[src/source/lcd_i2c_pkg.sv]
package lcd_i2c_pkg;

    // Display effect requested by the host
    typedef enum logic [1:0] {
        EFF_NONE   = 2'd0,
        EFF_BLINK  = 2'd1,
        EFF_SCROLL = 2'd2,
        EFF_CLEAR  = 2'd3
    } effect_e;

    // Bit engine FSM states
    typedef enum logic [2:0] {
        ST_IDLE  = 3'd0,
        ST_START = 3'd1,
        ST_SEND  = 3'd2,
        ST_ACK   = 3'd3,
        ST_STOP  = 3'd4
    } eng_state_e;

    // One byte offered from the sequencer to the bit engine
    typedef struct packed {
        logic       load;  // One-cycle offer strobe
        logic       last;  // Final byte of the frame
        logic [7:0] data;
    } byte_req_t;

    // Pins of the I2C bus as driven by the engine
    typedef struct packed {
        logic scl;
        logic sda;     // Driven value
        logic sda_oe;  // High while the master owns SDA
    } bus_pins_t;

    // LCD control byte for each effect
    function automatic logic [7:0] ctrl_byte_of(input effect_e eff);
        case (eff)
            EFF_BLINK: begin
                return 8'h0D;  // Display on, cursor blink
            end
            EFF_SCROLL: begin
                return 8'h18;  // Shift display left
            end
            EFF_CLEAR: begin
                return 8'h01;  // Clear display
            end
            default: begin
                return 8'h80;  // DDRAM address 0
            end
        endcase
    endfunction

endpackage

[src/source/tick_gen.sv]
`timescale 1ns/1ps

module tick_gen #(
    parameter int unsigned TICK_DIV = 128
) (
    input  logic clk,
    input  logic rst,
    output logic tick_o
);

    localparam int unsigned CNT_W = (TICK_DIV > 1) ? $clog2(TICK_DIV) : 1;

    logic [CNT_W-1:0] cnt;

    // Free-running, never restarted by a frame
    always_ff @(posedge clk or posedge rst) begin
        if (rst) begin
            cnt    <= '0;
            tick_o <= 1'b0;
        end else begin
            if (cnt == CNT_W'(TICK_DIV - 1)) begin
                cnt    <= '0;
                tick_o <= 1'b1;  // Pulse on wrap
            end else begin
                cnt    <= cnt + 1'b1;
                tick_o <= 1'b0;
            end
        end
    end

endmodule

[src/source/frame_sequencer.sv]
`timescale 1ns/1ps

module frame_sequencer
    import lcd_i2c_pkg::*;
#(
    parameter logic [6:0] LCD_ADDR = 7'h27
) (
    input  logic       clk,
    input  logic       rst,
    input  effect_e    effect_i,
    input  logic [7:0] lcd_data_i,
    input  logic       engine_busy_i,
    input  logic       byte_done_i,
    input  logic       ack_ok_i,
    output byte_req_t  req_o,
    output logic       nack_o
);

    // Address, control, data
    localparam int unsigned BYTES_PER_FRAME = 3;
    localparam logic [1:0]  LAST_IDX        = 2'(BYTES_PER_FRAME - 1);

    effect_e    eff_q;      // Last effect sent
    logic [7:0] data_q;     // Data byte latched at frame start
    logic [1:0] byte_idx;   // Byte currently offered or in flight
    logic       next_load;  // Offer of the following byte
    logic       start;

    // A new frame only begins with the engine idle, so a change
    // seen during a frame waits here until STOP completes
    assign start = !engine_busy_i && (effect_i != eff_q);

    always_ff @(posedge clk or posedge rst) begin
        if (rst) begin
            eff_q     <= EFF_NONE;
            byte_idx  <= '0;
            next_load <= 1'b0;
            nack_o    <= 1'b0;
        end else begin
            next_load <= 1'b0;
            nack_o    <= byte_done_i && !ack_ok_i;  // Frame abandoned
            if (start) begin
                eff_q    <= effect_i;  // Updated even if later NACKed
                byte_idx <= '0;
            end else if (byte_done_i) begin
                if (ack_ok_i && (byte_idx != LAST_IDX)) begin
                    byte_idx  <= byte_idx + 2'd1;
                    next_load <= 1'b1;
                end else begin
                    byte_idx <= '0;  // Last byte or NACK ends the frame
                end
            end
        end
    end

    always_ff @(posedge clk) begin
        if (start) begin
            data_q <= lcd_data_i;  // Later changes do not touch this frame
        end
    end

    // The request is decoded from the byte index, so the address byte
    // is ready in the same cycle as the start decision
    always_comb begin
        case (byte_idx)
            2'd0: begin
                req_o.data = {LCD_ADDR, 1'b0};  // Write
            end
            2'd1: begin
                req_o.data = ctrl_byte_of(eff_q);
            end
            default: begin
                req_o.data = data_q;
            end
        endcase
        req_o.load = start | next_load;
        req_o.last = (byte_idx == LAST_IDX);
    end

endmodule

[src/source/bit_engine.sv]
`timescale 1ns/1ps

module bit_engine
    import lcd_i2c_pkg::*;
(
    input  logic      clk,
    input  logic      rst,
    input  logic      tick_i,
    input  byte_req_t req_i,
    input  logic      sda_i,
    output bus_pins_t pins_o,
    output logic      busy_o,
    output logic      byte_done_o,
    output logic      ack_ok_o
);

    eng_state_e state;
    logic [1:0] phase;    // Quarter of the current bit
    logic [2:0] bit_idx;  // Bits left in the byte
    logic [7:0] shift_q;  // MSB on the bus
    logic       last_q;
    logic       ack_q;

    logic       phase_end;

    // Every state lasts a whole number of 4-tick bits
    assign phase_end = tick_i && (phase == 2'd3);

    always_ff @(posedge clk or posedge rst) begin
        if (rst) begin
            state       <= ST_IDLE;
            phase       <= '0;
            bit_idx     <= '0;
            last_q      <= 1'b0;
            ack_q       <= 1'b0;
            byte_done_o <= 1'b0;
            ack_ok_o    <= 1'b0;
        end else begin
            byte_done_o <= 1'b0;
            if (req_i.load) begin
                last_q <= req_i.last;
            end
            if (state == ST_IDLE) begin
                if (req_i.load) begin
                    state <= ST_START;
                    phase <= '0;
                end
            end else if (tick_i) begin
                phase <= phase + 2'd1;  // Wraps to 0 at each bit boundary
                case (state)
                    ST_START: begin
                        if (phase_end) begin
                            state   <= ST_SEND;
                            bit_idx <= 3'd7;
                        end
                    end
                    ST_SEND: begin
                        if (phase_end) begin
                            bit_idx <= bit_idx - 3'd1;
                            if (bit_idx == 3'd0) begin
                                state <= ST_ACK;
                            end
                        end
                    end
                    ST_ACK: begin
                        if (phase == 2'd2) begin
                            ack_q <= !sda_i;  // Last high quarter, low is ACK
                        end
                        if (phase_end) begin
                            byte_done_o <= 1'b1;
                            ack_ok_o    <= ack_q;
                            if (!ack_q || last_q) begin
                                state <= ST_STOP;  // NACK skips remaining bytes
                            end else begin
                                state   <= ST_SEND;  // Next byte loads meanwhile
                                bit_idx <= 3'd7;
                            end
                        end
                    end
                    ST_STOP: begin
                        if (phase_end) begin
                            state <= ST_IDLE;
                        end
                    end
                    default: begin
                        state <= ST_IDLE;
                    end
                endcase
            end
        end
    end

    // Shift register, new bit appears while SCL is low
    always_ff @(posedge clk) begin
        if (req_i.load) begin
            shift_q <= req_i.data;
        end else if (phase_end && (state == ST_SEND)) begin
            shift_q <= {shift_q[6:0], 1'b0};
        end
    end

    // Pin levels per state and quarter
    // A data or ACK bit has SCL high in quarters 1 and 2
    always_comb begin
        pins_o.scl    = 1'b1;
        pins_o.sda    = 1'b1;
        pins_o.sda_oe = 1'b1;
        case (state)
            ST_START: begin
                pins_o.scl = (phase != 2'd3);
                pins_o.sda = (phase == 2'd0);  // Falls with SCL high
            end
            ST_SEND: begin
                pins_o.scl = (phase == 2'd1) || (phase == 2'd2);
                pins_o.sda = shift_q[7];
            end
            ST_ACK: begin
                pins_o.scl    = (phase == 2'd1) || (phase == 2'd2);
                pins_o.sda_oe = 1'b0;  // Slave owns SDA
            end
            ST_STOP: begin
                pins_o.scl = (phase != 2'd0);
                pins_o.sda = phase[1];  // Rises with SCL high
            end
            default: begin
                pins_o.scl = 1'b1;  // Bus idle-high
            end
        endcase
    end

    assign busy_o = (state != ST_IDLE);

endmodule

[src/source/lcd_i2c_top.sv]
`timescale 1ns/1ps

module lcd_i2c_top
    import lcd_i2c_pkg::*;
#(
    parameter int unsigned TICK_DIV = 128,
    parameter logic [6:0]  LCD_ADDR = 7'h27
) (
    input  logic       clk,
    input  logic       rst,
    input  effect_e    effect_i,
    input  logic [7:0] lcd_data_i,
    input  logic       sda_i,
    output logic       scl_o,
    output logic       sda_o,
    output logic       sda_oe_o,
    output logic       busy_o,
    output logic       nack_o
);

    logic      tick;
    byte_req_t req;
    logic      byte_done;
    logic      ack_ok;
    bus_pins_t pins;

    tick_gen #(
        .TICK_DIV (TICK_DIV)
    ) u_tick_gen (
        .clk    (clk),
        .rst    (rst),
        .tick_o (tick)
    );

    frame_sequencer #(
        .LCD_ADDR (LCD_ADDR)
    ) u_frame_sequencer (
        .clk           (clk),
        .rst           (rst),
        .effect_i      (effect_i),
        .lcd_data_i    (lcd_data_i),
        .engine_busy_i (busy_o),
        .byte_done_i   (byte_done),
        .ack_ok_i      (ack_ok),
        .req_o         (req),
        .nack_o        (nack_o)
    );

    bit_engine u_bit_engine (
        .clk         (clk),
        .rst         (rst),
        .tick_i      (tick),
        .req_i       (req),
        .sda_i       (sda_i),
        .pins_o      (pins),
        .busy_o      (busy_o),
        .byte_done_o (byte_done),
        .ack_ok_o    (ack_ok)
    );

    // Pad is open drain on the board
    assign scl_o    = pins.scl;
    assign sda_o    = pins.sda;
    assign sda_oe_o = pins.sda_oe;

endmodule

[config.mk]
export PLATFORM = sky130hd
export DESIGN_NAME = lcd_i2c_top
export DESIGN_NICKNAME = d
export VERILOG_FILES = /design/src/source/lcd_i2c_pkg.sv /design/src/source/tick_gen.sv /design/src/source/frame_sequencer.sv /design/src/source/bit_engine.sv /design/src/source/lcd_i2c_top.sv
export SDC_FILE = /design/constraint.sdc
export NUM_CORES = 1
export LEC_CHECK = 0
export ABC_CLOCK_PERIOD_IN_PS = 2310
export BUFFER_PORTS_ARGS = -buffer_cell sky130_fd_sc_hd__buf_2
export CAP_MARGIN = 10
export CORE_MARGIN = 8
export CORE_UTILIZATION = 35
export CTS_CLUSTER_DIAMETER = 200
export DETAILED_ROUTE_END_ITERATION = 10
export PLACE_DENSITY = 0.55
export SKIP_LAST_GASP = 1
export SYNTH_ARGS = -nofsm -noshare
export SYNTH_HDL_FRONTEND = slang
export SYNTH_SLANG_ARGS = --single-unit
[constraint.sdc]
create_clock -name clk -period 2.31 [get_ports clk]
set_clock_uncertainty 0.05 [all_clocks]
set_input_delay 0.693 -clock clk [delete_from_list [all_inputs] [get_ports clk]]
set_output_delay 0.693 -clock clk [all_outputs]
set_load 0.005 [all_outputs]
Word level (Yosys, flattened, before mapping)
Index checks and enable logic that the tools add are counted.

storage, ports and cells
  flip-flop bits (word level) = 42
  input bits = 13
  output and inout bits = 5
  logic and storage cells = 111

cells by class
  add/sub/neg operators = 4
  eq/ne operators = 26
  multiplexer cells = 37
  bitwise operators = 2
  reductions and logical operators = 27

operators by type and width
  operator                                                                  count
  3-bit 2-to-1 mux                                                          13
  8-bit case mux with 3 select lines                                        1
  8-bit 2-to-1 mux                                                          2
  8-bit case mux with 2 select lines                                        1
  3-bit by 1-bit inequality test with 1-bit output (second input constant)  5
  7-bit AND reduction                                                       2
  2-bit 2-to-1 mux                                                          6
  3-bit case mux with 4 select lines                                        1
  2-bit == test (second input constant)                                     5
  1-bit 2-to-1 mux                                                          9
  3-bit case mux with 3 select lines                                        1
  2-bit inequality test (second input constant)                             4
  4-bit AND reduction                                                       2
  2-bit nonzero test                                                        4
  7-bit by 1-bit adder with 7-bit output (second input constant)            1
  7-bit == test (second input constant)                                     1
  7-bit 2-to-1 mux                                                          1
  2-bit by 1-bit == test with 1-bit output (second input constant)          3
  3-bit by 2-bit == test with 1-bit output (second input constant)          2
  3-bit zero test                                                           2
  2-bit by 1-bit inequality test with 1-bit output (second input constant)  3
  1-bit case mux with 3 select lines                                        2
  3-bit nonzero test                                                        2
  1-bit logical AND                                                         5
  12 further kinds                                                          18

Depth between registers and ports, before layout
  word-level depth = 7
  mapped depth = 7
  mapped depth without buffers = 7

Cells and area by module
Synthesis repeated with hierarchy kept, for this count alone.

second synthesis, totals
  cells, all modules = 177
  area total of the unflattened synthesis = 2109.5 um^2

modules (own cells, without submodules)
  module           times used  cells each  area an instance (um^2)  seq. area each (um^2)
  bit_engine       1           91          1076.0                   540.5
  frame_sequencer  1           59          713.2                    390.4
  tick_gen         1           27          320.3                    200.2

Least setup slack after synthesis
No wires, ideal clock.

  kind = input -> register
  start point = input port effect_i[0]
  end point = register u_bit_engine.shift_q[1] (data pin)
  library setup time = 0.260 ns
  arrival = 1.696 ns
  data required time = 2.000 ns
  slack = 0.304 ns
  stages on the path = 4
  path buffers = 0
  path through = xnor2_1 -> a21oi_4 -> nor2_4 -> mux2_4

on the way
  cells in the longest elaborated chain, start to end = 4

RTL lines
  item                               line                   RTL
  start: declaration                 lcd_i2c_top.sv:11      input effect_e effect_i,
  2-bit inequality test              frame_sequencer.sv:31  assign start = !engine_busy_i && (effect_i != eff_q);
  1-bit logical AND                  frame_sequencer.sv:31
  named net u_frame_sequencer.start  frame_sequencer.sv:27  logic start;
  1-bit bitwise OR                   frame_sequencer.sv:76  req_o.load = start | next_load;
  8-bit 2-to-1 mux                   bit_engine.sv:95       if (req_i.load) begin
  end signal: assignment             bit_engine.sv:96       shift_q <= req_i.data;
  end signal: assignment             bit_engine.sv:98       shift_q <= {shift_q[6:0], 1'b0};
  end: declaration                   bit_engine.sv:20       logic [7:0] shift_q;

The timed path passes the listed nets, and every way through them passes these cells.
A chain may end at the register's enable or synchronous reset.

Worst setup path in the final report
  start point = register u_bit_engine.phase[0]
  end point = output port scl_o

on the way
  cells in the longest elaborated chain, start to end = 3
  elaborated cells on any way between the ends = 6
  those cells by class = eq/ne: 3; mux: 1; reduce/logical: 2

RTL lines
  item                                                                       line                                  RTL
  start: declaration                                                         bit_engine.sv:18                      logic [1:0] phase;
  start signal: assignment                                                   bit_engine.sv:49                      phase <= phase + 2'd1;
  2-bit by 1-bit == test with 1-bit output or 2-bit == test (tied branches)  bit_engine.sv:114, bit_engine.sv:118
  1-bit logical OR                                                           bit_engine.sv:114, bit_engine.sv:118
  1-bit case mux with 3 select lines *                                       bit_engine.sv:108                     case (state)
  end: declaration                                                           lcd_i2c_top.sv:14                     output logic scl_o,

Every way passes the cells marked *; elsewhere a longest branch is shown, timed or not.

==> impl_metrics.json <==
{
  "synth-main-ff-cell": "dfrtp_1",
  "overflow": 0,
  "drv_slew": 0,
  "grt_pass1_vias": 1262,
  "drive_gt1_share_pct": 24.7,
  "syn_inst": 170,
  "stdcell_area_sq_um": 2380,
  "synth-seq-area-share_pct": 54.8,
  "num_io_pins": 18,
  "crit_fanout": 3,
  "p_leak_nw": 1.11,
  "synth-edff-count": 16,
  "clk_pin_slew_ns": 0.09,
  "die_w_um": 92.8,
  "required_ns": 1.57,
  "yosys_warnings": 0,
  "outcome": "completed",
  "die_y_um": 92.8,
  "vias_per_cell": 4.69,
  "vias": 1280,
  "dpl.cell_count": 264,
  "grt_usage_pct": 9.17,
  "antenna_found_initial": 0,
  "fillers": 590,
  "max_freq_ghz": 0.437,
  "slew_headroom_pct": 76.4,
  "grt_pass1_wl_mm": 6.20,
  "rows": 28,
  "grt_max_degree": 27,
  "cap_violations": 0,
  "ys_ff_latch": 42,
  "postCtsHoldBufs": 0,
  "layout_commonest_cell": "dfrtp_1",
  "total_power_mw": 1.35,
  "min_period_ns": 2.29,
  "drc_errors": 0,
  "ir_drop_v": 0.000213,
  "clock-root-buffer": "clkbuf_8",
  "dpl-instance-area_sq_um": 2270,
  "routed_wl_mm": 3.68,
  "place_hpwl_mm": 2.63,
  "layout_common_cells": "dfrtp_1 (26), nor2_1 (17), buf_2 (17)",
  "core-area_sq_um": 5820,
  "drtIter0Drc": 54,
  "yosys.area.top_type_share_pct": 31.5,
  "synth_top_area_cell": "dfrtp_1",
  "synth_cell_type_count": 36,
  "timing.hold.ws_ns": 0.382,
  "area_delta_synth_final_pct": 15.3,
  "syn_area_sq_um": 2060,
  "seq_area_sq_um": 1130,
  "hold_path_class": "input port to async pin",
  "io_buffers": 17,
  "globalplace.congestion": 0.777,
  "cts.sinks": 42,
  "start_kind": "flip-flop",
  "first_pass_iters": 5,
  "cts_buffer_depth": 2,
  "cts_tree": "done",
  "cts_made_buffers": 5,
  "rrSetupSlack_ns": 0.32,
  "synthArstFlopShare_pct": 61.9,
  "hold_viol_final": 0,
  "setup_violations": 0,
  "worstMarginPinSlew_ns": 0.353,
  "syn-num-nets": 197,
  "postRouteAntennaNets": 0,
  "worst_setup_path_end_kind": "output pin",
  "insertion_delay_ns": 0.29,
  "grt_setup_unrepaired": "true",
  "htreeDepth": 2,
  "final_nets": 224,
  "pre_cts_ws_ns": 0.133,
  "wire_per_inst_um": 13.5,
  "syn_area_per_cell_sq_um": 12.1,
  "cp_data_arrival_time_ns": 1.55,
  "setup_slack_ns": 0.0202,
  "synth.area.top_cells": "dfrtp_1 (32%), edfxtp_1 (23%), ha_1 (8.5%)",
  "power_density_nw_per_um2": 566,
  "antenna_cells": 0,
  "initial_utilization_pct": 35.5,
  "post-route-period-util_pct": 99.1,
  "critPathKind": "flip-flop to output pin",
  "die_area_sq_um": 8610,
  "multi_input_area_sq_um": 878,
  "fin_cells": 273
}
## critical path: stages (launching register included)
cell and delay [ns]:
dfrtp_1 0.42, inv_2 0.07, ha_4 0.27, nor2b_1 0.04
a31oi_1 0.13, nor2_1 0.05, a31oi_1 0.13, buf_2 0.13
## through the flow
stage	TNS (ns)	utilization, %
3_5_place_dp	0	39.0
4_1_cts	0	40.8
2_1_floorplan	0	-
6_report	0	40.9
5_1_grt	-0.156	40.9
3_3_place_gp	0	39.0
## state kept, by name, indices dropped and copies added (netlist names), 2 cells and up
register and count:
u_frame_sequencer.byte_idx 2, u_bit_engine.bit_idx 3, u_tick_gen.cnt 7, u_bit_engine.phase 2, u_bit_engine.shift_q 8, u_frame_sequencer.eff_q 2
u_frame_sequencer.data_q 8, u_bit_engine.state 3
## synth_stat cells (all sizes together) (4+ instances only)
cell type / count
nor2b: 6
nor2: 18
mux2: 13
xnor2: 5
nand2: 11
mux2i: 4
edfxtp: 16
nand3: 5
inv: 14
dfrtp: 26
o21ai: 5
ha: 14
a21oi: 4
## power breakdown
part | internal (mW) | total [mW] | switching [mW]
sequential | 0.776 | 0.782 | 0.00648
clock | 0.241 | 0.504 | 0.263
combinational | 0.0262 | 0.0601 | 0.0339
## per-layer routing
layer | track usage (%) | vias to the layer above | routed length, um
met5 | 0 | - | 0
li1 | - | 648 | -
met4 | 4.03 | 0 | 55
met3 | 3.07 | 6 | 149
met1 | 12.2 | 610 | 1770
met2 | 13.1 | 16 | 1700
## repair_timing
| item | CTS | global route |
|---|---|---|
| pin swaps | 1 | 0 |
| setup buffers | 0 | 1 |
| endpoints found under the setup margin | 1 | 2 |
| gates resized for setup | 2 | 1 |
## path summary, 6_finish.rpt
check                                            from                  endpoint  cells past startpoint
max in group asynchronous                         rst  u_bit_engine.byte_done_o                      3
worst min register to register  u_bit_engine.ack_ok_o  u_frame_sequencer.nack_o                      1
worst max-delay path            u_bit_engine.phase[0]                     scl_o                      7
min in group clk                u_bit_engine.ack_ok_o  u_frame_sequencer.nack_o                      1
worst min-delay path                              rst     u_bit_engine.ack_ok_o                      3
worst max register to register  u_bit_engine.state[1]   u_bit_engine.shift_q[5]                      3
## layout make-up
class | count | area share (%)
Inverter | 14 | 2.21
Tap cell | 75 | 3.94
Clock buffer | 6 | 3.47
Clock inverter | 2 | 0.473
Multi-Input combinational cell | 111 | 36.9
Timing Repair Buffer | 23 | 5.47
Sequential cell | 42 | 47.5
## cells by family (layout without fill, tap and decap cells)
logic type      after synthesis  count (layout)  share of synthesized area [%]
simple gates                 50              50                           12.1
flops                        42              42                           54.8
compound gates               23              23                           8.12
mux                          17              17                           10.3
buf+inv                      17              45                           3.27
fa+ha+maj                    14              14                           8.48
xor+xnor                      7               7                           2.97
Note: power is estimated with default switching activity, not from simulation.
